--- src/verilog/ucodePkg.sv ---
`default_nettype none

package ucodePkg;

	//////////////////////////////////////////////////
	// Micro-ROM addressing and word fields
	//////////////////////////////////////////////////

	typedef logic [6:0] flowIdxT;

	typedef enum logic [3:0] {
		ctlOp          = 4'd0,
		ctlInc         = 4'd1,
		ctlEof         = 4'd2,
		ctlIncEof      = 4'd3,
		ctlIncEofZ     = 4'd4,
		ctlIncEofNz    = 4'd5,
		ctlEofFu       = 4'd6,
		ctlIncEofFu    = 4'd7,
		ctlUpdateFlags = 4'd8
	} flowCtlT;

	typedef enum logic [4:0] {
		opNop     = 5'd0,
		opSma     = 5'd1,
		opSmw     = 5'd2,
		opSrm     = 5'd3,
		opInc16   = 5'd4,
		opDec16   = 5'd5,
		opSx16r   = 5'd6,
		opSrx16   = 5'd7,
		opAddx16  = 5'd8,
		opSubx16  = 5'd9,
		opBit     = 5'd10,
		opShl     = 5'd11,
		opSpc     = 5'd12,
		opAddx8   = 5'd13,
		opZ801bop = 5'd14
	} uopOpT;

	// Operand codes, bit 4 marks a register pair
	localparam logic [4:0] regA    = 5'h00;
	localparam logic [4:0] regB    = 5'h01;
	localparam logic [4:0] regC    = 5'h02;
	localparam logic [4:0] regD    = 5'h03;
	localparam logic [4:0] regE    = 5'h04;
	localparam logic [4:0] regH    = 5'h05;
	localparam logic [4:0] regL    = 5'h06;
	localparam logic [4:0] regX8   = 5'h07;
	localparam logic [4:0] regNull = 5'h0F;
	localparam logic [4:0] pairBc  = 5'h10;
	localparam logic [4:0] pairDe  = 5'h11;
	localparam logic [4:0] pairHl  = 5'h12;
	localparam logic [4:0] pairSp  = 5'h13;
	localparam logic [4:0] pairPc  = 5'h14;

	typedef struct packed {
		flowCtlT    flowCtl;
		uopOpT      operation;
		logic [4:0] operand;
	} ucodeRegT;

	// PC lands in the spare bits, pair index reads 0 for it
	typedef struct packed {
		flowCtlT    flowCtl;
		uopOpT      operation;
		logic       isPair;
		logic [1:0] spare;
		logic [1:0] pairIdx;
	} ucodePairT;

	typedef union packed {
		ucodeRegT  asReg;
		ucodePairT asPair;
	} ucodeWordU;

	//////////////////////////////////////////////////
	// Flow start rows, packed back to back
	//////////////////////////////////////////////////

	localparam flowIdxT flowDefault   = 7'd0;
	localparam flowIdxT flowNop       = 7'd2;
	localparam flowIdxT flowLdBn      = 7'd3;
	localparam flowIdxT flowIncB      = 7'd6;
	localparam flowIdxT flowDecA      = 7'd7;
	localparam flowIdxT flowAddAB     = 7'd8;
	localparam flowIdxT flowSubC      = 7'd11;
	localparam flowIdxT flowIncHl     = 7'd14;
	localparam flowIdxT flowPushBc    = 7'd15;
	localparam flowIdxT flowPopBc     = 7'd21;
	localparam flowIdxT flowJrNz      = 7'd27;
	localparam flowIdxT flowBit7H     = 7'd33;
	localparam flowIdxT flowRlC       = 7'd34;
	localparam flowIdxT flowCbUnknown = 7'd35;

	// Opcode bytes
	localparam logic [7:0] opcNop      = 8'h00;
	localparam logic [7:0] opcLdBn     = 8'h06;
	localparam logic [7:0] opcIncB     = 8'h04;
	localparam logic [7:0] opcDecA     = 8'h3D;
	localparam logic [7:0] opcAddAB    = 8'h80;
	localparam logic [7:0] opcSubC     = 8'h91;
	localparam logic [7:0] opcIncHl    = 8'h23;
	localparam logic [7:0] opcPushBc   = 8'hC5;
	localparam logic [7:0] opcPopBc    = 8'hC1;
	localparam logic [7:0] opcJrNz     = 8'h20;
	localparam logic [7:0] opcCbPrefix = 8'hCB;
	localparam logic [7:0] cbBit7H     = 8'h7C;
	localparam logic [7:0] cbRlC       = 8'h11;

endpackage

`default_nettype wire

--- src/verilog/opcodeDispatch.sv ---
`timescale 1ns/1ps
`default_nettype none

module opcodeDispatch
(
	input  wire logic               clock,
	input  wire logic               rstN,
	input  wire logic               opValid,
	input  wire logic [7:0]         opcode,
	output      logic               flowValid,
	output      ucodePkg::flowIdxT  flowIdx
);

	ucodePkg::flowIdxT mainIdx;
	ucodePkg::flowIdxT cbIdx;
	logic              cbPending;
	logic              armCb;

	//////////////////////////////////////////////////
	// Opcode lookup tables
	//////////////////////////////////////////////////

	always_comb
	begin
		case (opcode)
			ucodePkg::opcNop:    mainIdx = ucodePkg::flowNop;
			ucodePkg::opcLdBn:   mainIdx = ucodePkg::flowLdBn;
			ucodePkg::opcIncB:   mainIdx = ucodePkg::flowIncB;
			ucodePkg::opcDecA:   mainIdx = ucodePkg::flowDecA;
			ucodePkg::opcAddAB:  mainIdx = ucodePkg::flowAddAB;
			ucodePkg::opcSubC:   mainIdx = ucodePkg::flowSubC;
			ucodePkg::opcIncHl:  mainIdx = ucodePkg::flowIncHl;
			ucodePkg::opcPushBc: mainIdx = ucodePkg::flowPushBc;
			ucodePkg::opcPopBc:  mainIdx = ucodePkg::flowPopBc;
			ucodePkg::opcJrNz:   mainIdx = ucodePkg::flowJrNz;
			// Anything else runs as a one byte Z80 op
			default:             mainIdx = ucodePkg::flowDefault;
		endcase
	end

	// Second byte after the 0xCB prefix
	always_comb
	begin
		case (opcode)
			ucodePkg::cbBit7H: cbIdx = ucodePkg::flowBit7H;
			ucodePkg::cbRlC:   cbIdx = ucodePkg::flowRlC;
			default:           cbIdx = ucodePkg::flowCbUnknown;
		endcase
	end

	// Prefix byte only arms the CB table
	assign armCb = opValid && !cbPending && (opcode == ucodePkg::opcCbPrefix);

	always_ff @(posedge clock or negedge rstN)
	begin
		if (!rstN)
		begin
			flowValid <= 1'b0;
			cbPending <= 1'b0;
		end
		else
		begin
			flowValid <= opValid && !armCb;
			if (opValid)
				cbPending <= armCb;
		end
	end

	always_ff @(posedge clock)
	begin
		if (opValid)
			flowIdx <= cbPending ? cbIdx : mainIdx;
	end

endmodule

`default_nettype wire

--- src/verilog/flowQueue.sv ---
`timescale 1ns/1ps
`default_nettype none

module flowQueue
#(
	parameter int queueDepth = 4
)
(
	input  wire logic               clock,
	input  wire logic               rstN,
	input  wire logic               push,
	input  wire ucodePkg::flowIdxT  pushIdx,
	input  wire logic               pop,
	output      logic               notEmpty,
	output      ucodePkg::flowIdxT  headIdx,
	output      logic               overflow
);

	localparam int ptrW = (queueDepth > 1) ? $clog2(queueDepth) : 1;
	localparam int cntW = $clog2(queueDepth + 1);

	ucodePkg::flowIdxT mem [queueDepth];
	logic [ptrW-1:0]   rdPtr;
	logic [ptrW-1:0]   wrPtr;
	logic [cntW-1:0]   count;
	logic              full;
	logic              doPush;
	logic              doPop;

	// Pointer step with wrap for any depth
	function automatic logic [ptrW-1:0] nextPtr(input logic [ptrW-1:0] ptr);
		return (ptr == ptrW'(queueDepth - 1)) ? '0 : ptr + 1'b1;
	endfunction

	assign full     = (count == cntW'(queueDepth));
	assign notEmpty = (count != '0);
	assign doPush   = push && !full;
	assign doPop    = pop && notEmpty;

	// Show-ahead head
	assign headIdx = mem[rdPtr];

	always_ff @(posedge clock)
	begin
		if (doPush)
			mem[wrPtr] <= pushIdx;
	end

	always_ff @(posedge clock or negedge rstN)
	begin
		if (!rstN)
		begin
			rdPtr    <= '0;
			wrPtr    <= '0;
			count    <= '0;
			overflow <= 1'b0;
		end
		else
		begin
			if (doPush)
				wrPtr <= nextPtr(wrPtr);
			if (doPop)
				rdPtr <= nextPtr(rdPtr);
			if (doPush && !doPop)
				count <= count + 1'b1;
			else if (doPop && !doPush)
				count <= count - 1'b1;
			// Sticky until reset
			if (push && full)
				overflow <= 1'b1;
		end
	end

endmodule

`default_nettype wire

--- src/verilog/ucodeRom.sv ---
`timescale 1ns/1ps
`default_nettype none

module ucodeRom
(
	input  wire ucodePkg::flowIdxT  addr,
	output      ucodePkg::ucodeWordU word
);

	function automatic ucodePkg::ucodeWordU makeUop(
		input ucodePkg::flowCtlT ctl,
		input ucodePkg::uopOpT   op,
		input logic [4:0]        operand
	);
		ucodePkg::ucodeWordU w;
		w.asReg.flowCtl   = ctl;
		w.asReg.operation = op;
		w.asReg.operand   = operand;
		return w;
	endfunction

	always_comb
	begin
		case (addr)
			// Default one byte op
			ucodePkg::flowDefault:
				word = makeUop(ucodePkg::ctlUpdateFlags, ucodePkg::opZ801bop, ucodePkg::regA);
			ucodePkg::flowDefault + 7'd1:
				word = makeUop(ucodePkg::ctlIncEof, ucodePkg::opNop, ucodePkg::regNull);
			// NOP
			ucodePkg::flowNop:
				word = makeUop(ucodePkg::ctlIncEof, ucodePkg::opNop, ucodePkg::regNull);
			// LD B,n
			ucodePkg::flowLdBn:
				word = makeUop(ucodePkg::ctlInc, ucodePkg::opSma, ucodePkg::pairPc);
			ucodePkg::flowLdBn + 7'd1:
				word = makeUop(ucodePkg::ctlInc, ucodePkg::opNop, ucodePkg::regNull);
			ucodePkg::flowLdBn + 7'd2:
				word = makeUop(ucodePkg::ctlEof, ucodePkg::opSrm, ucodePkg::regB);
			// INC B and DEC A
			ucodePkg::flowIncB:
				word = makeUop(ucodePkg::ctlIncEofFu, ucodePkg::opInc16, ucodePkg::regB);
			ucodePkg::flowDecA:
				word = makeUop(ucodePkg::ctlIncEofFu, ucodePkg::opDec16, ucodePkg::regA);
			// ADD A,B through x16
			ucodePkg::flowAddAB:
				word = makeUop(ucodePkg::ctlOp, ucodePkg::opSx16r, ucodePkg::regA);
			ucodePkg::flowAddAB + 7'd1:
				word = makeUop(ucodePkg::ctlUpdateFlags, ucodePkg::opAddx16, ucodePkg::regB);
			ucodePkg::flowAddAB + 7'd2:
				word = makeUop(ucodePkg::ctlIncEof, ucodePkg::opSrx16, ucodePkg::regA);
			// SUB C
			ucodePkg::flowSubC:
				word = makeUop(ucodePkg::ctlOp, ucodePkg::opSx16r, ucodePkg::regA);
			ucodePkg::flowSubC + 7'd1:
				word = makeUop(ucodePkg::ctlUpdateFlags, ucodePkg::opSubx16, ucodePkg::regC);
			ucodePkg::flowSubC + 7'd2:
				word = makeUop(ucodePkg::ctlIncEof, ucodePkg::opSrx16, ucodePkg::regA);
			// INC HL
			ucodePkg::flowIncHl:
				word = makeUop(ucodePkg::ctlIncEof, ucodePkg::opInc16, ucodePkg::pairHl);
			// PUSH BC, high byte first
			ucodePkg::flowPushBc:
				word = makeUop(ucodePkg::ctlOp, ucodePkg::opDec16, ucodePkg::pairSp);
			ucodePkg::flowPushBc + 7'd1:
				word = makeUop(ucodePkg::ctlOp, ucodePkg::opSma, ucodePkg::pairSp);
			ucodePkg::flowPushBc + 7'd2:
				word = makeUop(ucodePkg::ctlOp, ucodePkg::opSmw, ucodePkg::regB);
			ucodePkg::flowPushBc + 7'd3:
				word = makeUop(ucodePkg::ctlOp, ucodePkg::opDec16, ucodePkg::pairSp);
			ucodePkg::flowPushBc + 7'd4:
				word = makeUop(ucodePkg::ctlOp, ucodePkg::opSmw, ucodePkg::regC);
			ucodePkg::flowPushBc + 7'd5:
				word = makeUop(ucodePkg::ctlIncEof, ucodePkg::opSma, ucodePkg::pairPc);
			// POP BC
			ucodePkg::flowPopBc:
				word = makeUop(ucodePkg::ctlOp, ucodePkg::opSma, ucodePkg::pairSp);
			ucodePkg::flowPopBc + 7'd1:
				word = makeUop(ucodePkg::ctlOp, ucodePkg::opInc16, ucodePkg::pairSp);
			ucodePkg::flowPopBc + 7'd2:
				word = makeUop(ucodePkg::ctlOp, ucodePkg::opSrm, ucodePkg::regC);
			ucodePkg::flowPopBc + 7'd3:
				word = makeUop(ucodePkg::ctlOp, ucodePkg::opSrm, ucodePkg::regB);
			ucodePkg::flowPopBc + 7'd4:
				word = makeUop(ucodePkg::ctlInc, ucodePkg::opInc16, ucodePkg::pairSp);
			ucodePkg::flowPopBc + 7'd5:
				word = makeUop(ucodePkg::ctlEof, ucodePkg::opSma, ucodePkg::pairPc);
			// JR NZ,n, falls out early when Z is set
			ucodePkg::flowJrNz:
				word = makeUop(ucodePkg::ctlInc, ucodePkg::opSma, ucodePkg::pairPc);
			ucodePkg::flowJrNz + 7'd1:
				word = makeUop(ucodePkg::ctlOp, ucodePkg::opNop, ucodePkg::regNull);
			ucodePkg::flowJrNz + 7'd2:
				word = makeUop(ucodePkg::ctlIncEofZ, ucodePkg::opSrm, ucodePkg::regX8);
			ucodePkg::flowJrNz + 7'd3:
				word = makeUop(ucodePkg::ctlOp, ucodePkg::opSx16r, ucodePkg::pairPc);
			ucodePkg::flowJrNz + 7'd4:
				word = makeUop(ucodePkg::ctlOp, ucodePkg::opAddx8, ucodePkg::regX8);
			ucodePkg::flowJrNz + 7'd5:
				word = makeUop(ucodePkg::ctlEof, ucodePkg::opSpc, ucodePkg::pairPc);
			// CB page
			ucodePkg::flowBit7H:
				word = makeUop(ucodePkg::ctlEofFu, ucodePkg::opBit, ucodePkg::regH);
			ucodePkg::flowRlC:
				word = makeUop(ucodePkg::ctlEofFu, ucodePkg::opShl, ucodePkg::regC);
			ucodePkg::flowCbUnknown:
				word = makeUop(ucodePkg::ctlEof, ucodePkg::opNop, ucodePkg::regNull);
			default:
				word = makeUop(ucodePkg::ctlEof, ucodePkg::opNop, ucodePkg::regNull);
		endcase
	end

endmodule

`default_nettype wire

--- src/verilog/ucodeSequencer.sv ---
`timescale 1ns/1ps
`default_nettype none

module ucodeSequencer
(
	input  wire logic                clock,
	input  wire logic                rstN,
	input  wire logic                notEmpty,
	input  wire ucodePkg::flowIdxT   headIdx,
	input  wire logic                zeroFlag,
	output      logic                pop,
	output      ucodePkg::flowIdxT   romAddr,
	input  wire ucodePkg::ucodeWordU romWord,
	output      logic                uopValid,
	output      ucodePkg::uopOpT     uopOperation,
	output      logic                isPair,
	output      logic [3:0]          regSel,
	output      logic [1:0]          pairSel,
	output      logic                pcInc,
	output      logic                flagsUpdate,
	output      logic                flowDone,
	output      logic                busy
);

	ucodePkg::flowIdxT uPc;
	ucodePkg::flowCtlT ctl;
	logic              start;
	logic              issue;
	logic              endNow;
	logic              incNow;
	logic              fuNow;
	logic [3:0]        nextRegSel;
	logic [1:0]        nextPairSel;

	// New flow only once the previous one has issued its last micro-op
	assign start   = !busy && notEmpty;
	assign pop     = start;
	assign issue   = busy || start;
	assign romAddr = start ? headIdx : uPc;

	//////////////////////////////////////////////////
	// Flow-control decode
	//////////////////////////////////////////////////

	assign ctl = romWord.asReg.flowCtl;

	assign incNow = ctl inside {ucodePkg::ctlInc, ucodePkg::ctlIncEof, ucodePkg::ctlIncEofZ,
		ucodePkg::ctlIncEofNz, ucodePkg::ctlIncEofFu};
	assign fuNow = ctl inside {ucodePkg::ctlEofFu, ucodePkg::ctlIncEofFu,
		ucodePkg::ctlUpdateFlags};
	// Z-conditioned ends, otherwise the flow carries on
	assign endNow = (ctl inside {ucodePkg::ctlEof, ucodePkg::ctlIncEof,
		ucodePkg::ctlEofFu, ucodePkg::ctlIncEofFu})
		|| (ctl == ucodePkg::ctlIncEofZ && zeroFlag)
		|| (ctl == ucodePkg::ctlIncEofNz && !zeroFlag);

	// Operand view picked by the pair bit
	always_comb
	begin
		if (romWord.asPair.isPair)
		begin
			// Full pair number so PC shows as 4
			nextRegSel  = {romWord.asPair.spare, romWord.asPair.pairIdx};
			nextPairSel = romWord.asPair.pairIdx;
		end
		else
		begin
			nextRegSel  = romWord.asReg.operand[3:0];
			nextPairSel = 2'd0;
		end
	end

	always_ff @(posedge clock or negedge rstN)
	begin
		if (!rstN)
		begin
			uopValid    <= 1'b0;
			pcInc       <= 1'b0;
			flagsUpdate <= 1'b0;
			flowDone    <= 1'b0;
			busy        <= 1'b0;
		end
		else
		begin
			uopValid    <= issue;
			pcInc       <= issue && incNow;
			flagsUpdate <= issue && fuNow;
			flowDone    <= issue && endNow;
			busy        <= issue && !endNow;
		end
	end

	always_ff @(posedge clock)
	begin
		if (issue)
		begin
			uPc          <= romAddr + 7'd1;
			uopOperation <= romWord.asReg.operation;
			isPair       <= romWord.asPair.isPair;
			regSel       <= nextRegSel;
			pairSel      <= nextPairSel;
		end
	end

endmodule

`default_nettype wire

--- src/verilog/ucodeEngine.sv ---
`timescale 1ns/1ps
`default_nettype none

module ucodeEngine
#(
	parameter int queueDepth = 4
)
(
	input  wire logic            clock,
	input  wire logic            rstN,
	input  wire logic            opValid,
	input  wire logic [7:0]      opcode,
	input  wire logic            zeroFlag,
	output      logic            uopValid,
	output      ucodePkg::uopOpT uopOperation,
	output      logic            isPair,
	output      logic [3:0]      regSel,
	output      logic [1:0]      pairSel,
	output      logic            pcInc,
	output      logic            flagsUpdate,
	output      logic            flowDone,
	output      logic            busy,
	output      logic            overflow
);

	logic                flowValid;
	ucodePkg::flowIdxT   flowIdx;
	logic                notEmpty;
	ucodePkg::flowIdxT   headIdx;
	logic                pop;
	ucodePkg::flowIdxT   romAddr;
	ucodePkg::ucodeWordU romWord;

	//////////////////////////////////////////////////
	// Dispatch, queue, ROM and sequencer
	//////////////////////////////////////////////////

	opcodeDispatch dispatch
	(
		.clock     (clock),
		.rstN      (rstN),
		.opValid   (opValid),
		.opcode    (opcode),
		.flowValid (flowValid),
		.flowIdx   (flowIdx)
	);

	flowQueue #(.queueDepth(queueDepth)) queue
	(
		.clock    (clock),
		.rstN     (rstN),
		.push     (flowValid),
		.pushIdx  (flowIdx),
		.pop      (pop),
		.notEmpty (notEmpty),
		.headIdx  (headIdx),
		.overflow (overflow)
	);

	ucodeRom rom
	(
		.addr (romAddr),
		.word (romWord)
	);

	ucodeSequencer sequencer
	(
		.clock        (clock),
		.rstN         (rstN),
		.notEmpty     (notEmpty),
		.headIdx      (headIdx),
		.zeroFlag     (zeroFlag),
		.pop          (pop),
		.romAddr      (romAddr),
		.romWord      (romWord),
		.uopValid     (uopValid),
		.uopOperation (uopOperation),
		.isPair       (isPair),
		.regSel       (regSel),
		.pairSel      (pairSel),
		.pcInc        (pcInc),
		.flagsUpdate  (flagsUpdate),
		.flowDone     (flowDone),
		.busy         (busy)
	);

endmodule

`default_nettype wire

--- config.mk ---
export PLATFORM = sky130hd
export DESIGN_NAME = ucodeEngine
export DESIGN_NICKNAME = d
export VERILOG_FILES = /design/src/verilog/ucodePkg.sv /design/src/verilog/opcodeDispatch.sv /design/src/verilog/flowQueue.sv /design/src/verilog/ucodeRom.sv /design/src/verilog/ucodeSequencer.sv /design/src/verilog/ucodeEngine.sv
export SDC_FILE = /design/constraint.sdc
export NUM_CORES = 1
export LEC_CHECK = 0
export BUFFER_PORTS_ARGS = -buffer_cell sky130_fd_sc_hd__buf_2
export CORE_UTILIZATION = 41
export DETAILED_ROUTE_END_ITERATION = 10
export HOLD_SLACK_MARGIN = 0.06
export PLACE_DENSITY = 0.54
export SYNTH_ARGS = -nofsm -noshare
export SYNTH_HDL_FRONTEND = slang
export SYNTH_SLANG_ARGS = --single-unit
--- constraint.sdc ---
create_clock -name clock -period 3.9 [get_ports clock]
set_clock_uncertainty 0.15 [all_clocks]
set_input_delay 0.78 -clock clock [delete_from_list [all_inputs] [get_ports clock]]
set_output_delay 0.78 -clock clock [all_outputs]
set_load 0.05 [all_outputs]
# Word-level counts from Yosys, hierarchy flattened

Memories as Yosys holds them, arrays and structs flattened.
Cells that the tools add are included.

Bits in registers: 41
Bits in writable memories: 28
Memory bits (read-only): 832
Input bits: 12
Memories: 2

Memories:

| memory          | words | width | read ports | clocked after memory_dff | write ports | line            | RTL |
|---|---|---|---|---|---|---|---|
| (no name shown) | 64    | 13    | 1          | 0                        | 0           | ucodeRom.sv:24  | `case (addr)` |
| queue.mem       | 4     | 7     | 1          | 0                        | 1           | flowQueue.sv:22 | `ucodePkg::flowIdxT mem [queueDepth];` |

Add/subtract/negate cells: 5
Equality and inequality tests: 23
Mux-type cells: 11
Reduce and logical (&&, ||, !) cells: 32

Operator list:

| operator                                                              | count |
|---|---|
| 5-bit one-hot mux with 10 select lines                                | 1 |
| 8-bit equality test, second input constant                            | 5 |
| 8-bit by 6-bit equality test with 1-bit output, second input constant | 3 |
| 4-bit by 3-bit equality test with 1-bit output, second input constant | 4 |
| 8-bit by 3-bit equality test with 1-bit output, second input constant | 2 |
| 1-bit logical AND                                                     | 15 |
| 14-bit 2-to-1 mux                                                     | 1 |
| 4-bit by 2-bit equality test with 1-bit output, second input constant | 2 |
| 8-bit by 5-bit equality test with 1-bit output, second input constant | 1 |
| 8-bit by 7-bit equality test with 1-bit output, second input constant | 1 |
| 1-bit logical NOT                                                     | 8 |
| 8-bit logical NOT                                                     | 1 |
| 7-bit by 1-bit adder with 7-bit output, second input constant         | 1 |
| 7-bit 2-to-1 mux                                                      | 1 |
| 3-bit 2-to-1 mux                                                      | 2 |
| 6-bit 2-to-1 mux                                                      | 1 |
| 3-bit nonzero test                                                    | 2 |
| 5-bit nonzero test                                                    | 1 |
| 2-bit by 1-bit adder with 2-bit output, second input constant         | 2 |
| 2-bit equality test, second input constant                            | 2 |
| 4-bit by 1-bit equality test with 1-bit output, second input constant | 1 |
| 4-bit equality test, second input constant                            | 1 |
| 2-bit 2-to-1 mux                                                      | 2 |
| 2-bit one-hot mux with 2 select lines                                 | 1 |
| 7 further kinds                                                       | 10 |

# Depth between registers and ports, before layout

An unclocked memory read counts as a cell.

Word-level depth: 11
Mapped depth: 12
Depth with buffers taken out: 11

# Hierarchy

From an unflattened synthesis, not the netlist that was laid out.

Cell total of the unflattened synthesis: 338
Area, all modules: 3947.5 um2

By module, submodules not included:

| module         | instances | cells an instance | area each (um2) | seq. area each (um2) |
|---|---|---|---|---|
| flowQueue      | 1         | 76                | 1480.2          | 1041.0 |
| ucodeSequencer | 1         | 71                | 1033.5          | 695.7 |
| ucodeRom       | 1         | 130               | 847.1           | 0.0 |
| opcodeDispatch | 1         | 61                | 586.8           | 230.2 |

# Worst setup path before layout

Ideal clock, no wire load.

Path type: flip-flop to flip-flop
Start: register sequencer.busy
End: register sequencer.busy
Arrival time: 2.847 ns
Slack: 0.783 ns
Cell stages (with the launch flop): 11
Buffers on the path: 1
Period minus slack after synthesis: 3.117 ns
Cells stage by stage: dfrtp_1 -> nor2_4 -> mux2i_2 -> inv_2 -> ha_1 -> clkbuf_1 -> o21ai_0 -> a211o_1 -> nand4_1 -> o32a_2 -> and3_1

Longest elaborated chain between the ends: 11
Elaborated cells between the ends (all ways): 19

RTL lines:

| what                                                                         | line                                       | RTL |
|---|---|---|
| start: declaration                                                           | ucodeSequencer.sv:22                       | `output logic busy` |
| start signal: assignment                                                     | ucodeSequencer.sv:89                       | `busy <= issue && !endNow;` |
| 1-bit logical NOT                                                            | ucodeSequencer.sv:36                       | `assign start = !busy && notEmpty;` |
| 1-bit logical AND                                                            | ucodeSequencer.sv:36                       |  |
| 7-bit 2-to-1 mux                                                             | ucodeSequencer.sv:39                       | `assign romAddr = start ? headIdx : uPc;` |
| memory 64 x 13 bit                                                           | n/a                                        |  |
| 14-bit 2-to-1 mux                                                            | ucodeRom.sv:24                             |  |
| 4-bit by 2-bit equality test with 1-bit output, or another cell as far along | ucodeSequencer.sv:52                       | `assign endNow = (ctl inside {ucodePkg::ctlEof, ucodePkg::ctlIncEof,` |
| 4-bit nonzero test / 1-bit logical AND (equally long branches)               | ucodeSequencer.sv:52, ucodeSequencer.sv:54 |  |
| 1-bit logical OR                                                             | ucodeSequencer.sv:54                       | `\|\| (ctl == ucodePkg::ctlIncEofZ && zeroFlag)` |
| 1-bit logical OR                                                             | ucodeSequencer.sv:55                       | `\|\| (ctl == ucodePkg::ctlIncEofNz && !zeroFlag);` |
| 1-bit logical NOT                                                            | ucodeSequencer.sv:89                       |  |
| 1-bit logical AND *                                                          | ucodeSequencer.sv:89                       |  |

Every way passes the cells marked *; elsewhere a longest branch is shown, timed or not.
A chain may end at the register's enable or synchronous reset.

# Final worst setup path

Start: register queue.rdPtr[0]
End: register sequencer.busy

Longest elaborated chain between the ends: 10
Elaborated cells between the ends (all ways): 17

RTL lines:

| what                                                                         | line                                       | RTL |
|---|---|---|
| start: declaration                                                           | flowQueue.sv:23                            | `logic [ptrW-1:0] rdPtr;` |
| start signal: assignment                                                     | flowQueue.sv:63                            | `rdPtr <= nextPtr(rdPtr);` |
| memory 4 x 7 bit *                                                           | n/a                                        |  |
| 7-bit 2-to-1 mux *                                                           | ucodeSequencer.sv:39                       |  |
| memory 64 x 13 bit                                                           | n/a                                        |  |
| 14-bit 2-to-1 mux *                                                          | ucodeRom.sv:24                             |  |
| 4-bit by 2-bit equality test with 1-bit output, or another cell as far along | ucodeSequencer.sv:52                       |  |
| 4-bit nonzero test / 1-bit logical AND (equally long branches)               | ucodeSequencer.sv:52, ucodeSequencer.sv:54 |  |
| 1-bit logical OR                                                             | ucodeSequencer.sv:54                       |  |
| 1-bit logical OR *                                                           | ucodeSequencer.sv:55                       |  |
| 1-bit logical NOT *                                                          | ucodeSequencer.sv:89                       |  |
| 1-bit logical AND *                                                          | ucodeSequencer.sv:89                       |  |

Marked as above.

==> impl_metrics.tcl <==
set metrics [dict create \
    antenna_cells 0 \
    drtAntennaViolNets 0 \
    io_pins 30 \
    grt_pass1_wl_um 14370 \
    grtUsageMet3_pct 3.597 \
    critPathSlowestCell "mux4_1" \
    status "completed" \
    syn_nets 358 \
    yosysWarnings 0 \
    top_usage_layer "met1" \
    clock_path_buffers 2 \
    vias 2811 \
    synth_edf_count 48 \
    layout_setup_ws_ns 0.4616 \
    critPathKind "register to register" \
    cts_setup_buffers 0 \
    async_flop_share_pct 23.81 \
    crit_cells 10 \
    final_cells 473 \
    grt_usage_pct 19.47 \
    post-route-min-period_ns 3.438 \
    crit_buf_inv 2 \
    period_share_pct 88.16 \
    wl_um 8760 \
    die-width_um 97.68 \
    viasPerCell 5.943 \
    cp.required_ns 3.99 \
    dieArea_um2 9541 \
    cap_violations 0 \
    seqCellArea_um2 1817 \
    avgSynthCellArea_um2 11.41 \
    nFillCells 811 \
    grt_max_degree 22 \
    slowest_delay_ns 0.57 \
    clk_pin_slew_worst_paths_ns 0.07 \
    synth_cell_types 75 \
    core-area_um2 8806 \
    cp-start-kind "register" \
    fmax_mhz 290.8 \
    ys_ff_latch 63 \
    htreeDepth 3 \
    cts_resized 0 \
    setup_viol 0 \
    antenna_found_initial 0 \
    hold_violations 0 \
    syn_inst 329 \
    io_buffers 28 \
    place.gp.congestion 0.8954 \
    syn_to_final_growth_pct 12.30 \
    clkLatencyLatePin_ns 0.35 \
    drc_errors 0 \
    nets 389 \
    hold_buffers 0 \
    placementRows 34 \
    cts_made_buffers 9 \
    tritoncts "yes" \
    dp_cells 457 \
    reg2reg_depth 10 \
    worstPathMaxFanout 9 \
    endpoint_kind "register" \
    grt_overflow 0 \
    clockRootBuffer "clkbuf_8" \
    grt_pass1_vias 2696 \
    critPathArrivalTime_ns 3.52 \
    yosysSeqAreaShare_pct 48.40 \
    first_pass_iters 5 \
    wl_per_cell_um 18.52 \
    setup_tns_ns 0 \
    initial_core_util_pct 42.63 \
    layout_common_cells "edfxtp_1 (48), buf_2 (28), nand2_1 (25)" \
    drive_gt1_share_pct 21.92 \
    multi_input_area_um2 1792 \
    use_met2_pct 28.21 \
    netlist_area_um2 3754 \
    cpMostUsedCell "inv_1" \
    slew_headroom_pct 47.62 \
    tightestPinTransition_ns 0.7848 \
    ys.flop_type "edfxtp_1" \
    hpwlAfterDp_um 6259 \
    critPathTopFamily "multiplexers" \
    cp_cell_sequence "mux4_1 -> mux2_2 -> inv_1 -> ha_1 -> inv_1 -> o2111ai_1 -> o311ai_1 -> a221oi_2 -> nand4_1 -> and3_1" \
    die_h_um 97.68 \
    rsz0062_at_grt "false" \
    mostFrequentLayoutCell "edfxtp_1" \
    whs_ns 0.1797 \
    min_path_type "input pin to asynchronous set/reset pin" \
    slew_viol_final 0 \
    dp_slack_ns 0.5336 \
    drt_iter0_drc 208 \
    clock-sinks 63 \
    met1_usage_pct 28.62 \
]
sequential cells by signal, indices dropped and copies added (netlist names), 2 cells and up:
register and flops:
queue.rdPtr 2, queue.mem 24, sequencer.pairSel 2, sequencer.uPc 7, sequencer.uopOperation 4, dispatch.flowIdx 6, queue.wrPtr 2, queue.count 3
sequencer.regSel 4
path summary, 6_finish.rpt:
path                                 from        endpoint  slack [ns]
min reg2reg                queue.overflow  queue.overflow        0.33
max in group asynchronous            rstN  queue.wrPtr[0]        3.17
max reg2reg                queue.rdPtr[0]  sequencer.busy        0.46
max                        queue.rdPtr[0]  sequencer.busy        0.46
min in group clock         queue.overflow  queue.overflow        0.33
min                                  rstN  queue.count[1]        0.18
cell type report:
cell class                      count  share of cell area, %
Inverter                           16                  1.425
Timing Repair Buffer               36                  4.749
Multi-Input combinational cell    234                  42.51
Clock buffer                        9                  2.939
Clock inverter                      7                  2.078
Sequential cell                    63                  43.10
Tap cell                          108                  3.206
cell usage after synthesis, types with 2 or more instances:
cell type	n	area share, %
nor3b_1	2	0.40
buf_2	5	0.67
ha_1	16	5.3
a211oi_4	2	1.1
o311ai_0	2	0.47
a31oi_1	3	0.50
mux2_2	4	1.2
a21oi_1	16	2.1
inv_1	14	1.4
nand4_1	3	0.50
nand2_1	25	2.5
a211oi_1	5	1.0
a21o_1	2	0.40
nand3_1	7	0.93
edfxtp_1	48	38
nor3_1	12	1.6
or3_1	3	0.50
o211ai_1	5	1.0
a21boi_2	2	0.60
nor2b_1	6	1.0
xnor2_1	4	0.93
mux4_2	7	4.2
and3_1	4	0.67
a32o_1	2	0.53
a211o_1	2	0.47
buf_4	3	0.60
o22ai_1	3	0.50
nor2_1	24	2.4
o21ai_1	2	0.27
inv_2	2	0.20
clkbuf_1	7	0.70
or2_1	2	0.33
and2_1	5	0.83
nand3b_1	2	0.40
o2111ai_1	4	0.93
a31o_2	2	0.47
and3_4	2	0.60
xor2_1	3	0.70
dfrtp_1	15	10
a32oi_1	5	1.2
o311ai_1	2	0.47
a22oi_1	2	0.40
o21ai_0	8	1.1
nor4_1	4	0.67
stage by stage:
| step | instance area, um2 | util [%] |
|---|---|---|
| 2_1_floorplan | 3754 | - |
| 5_1_grt | 4215 | 47.87 |
| 3_3_place_gp | 4004 | 45.47 |
| 4_1_cts | 4215 | 47.87 |
| 3_5_place_dp | 4004 | 45.47 |
| 6_report | 4215 | 47.87 |
cell families (layout without fill, tap and decap cells):
kind of cell    count (synthesis)  in the layout  synth area share [%]
other cells                     1              1               0.09990
compound gates                 87             87                 18.00
simple gates                  108            108                 15.07
xor+xnor                        7              7                 1.633
fa+ha+maj                      17             17                 5.867
mux                            14             14                 7.067
buf+inv                        32             68                 3.867
flops                          63             63                 48.40
per-layer routing:
metal  up-vias  wire length [um]
met5         -                 0
met4         0               124
met3        12               563
met2       102              3861
met1      1366              4211
li1       1331                 -
worst register-to-register path, stage by stage, from the launching register on:
cell	delay, ns
dfrtp_1	0.42
mux4_1	0.58
mux2_2	0.38
inv_1	0.25
ha_1	0.26
inv_1	0.14
o2111ai_1	0.16
o311ai_1	0.16
a221oi_2	0.47
nand4_1	0.17
and3_1	0.19
Power is not shown: default switching activity piles up to over one toggle a cycle in this logic, so the estimate is an artifact.
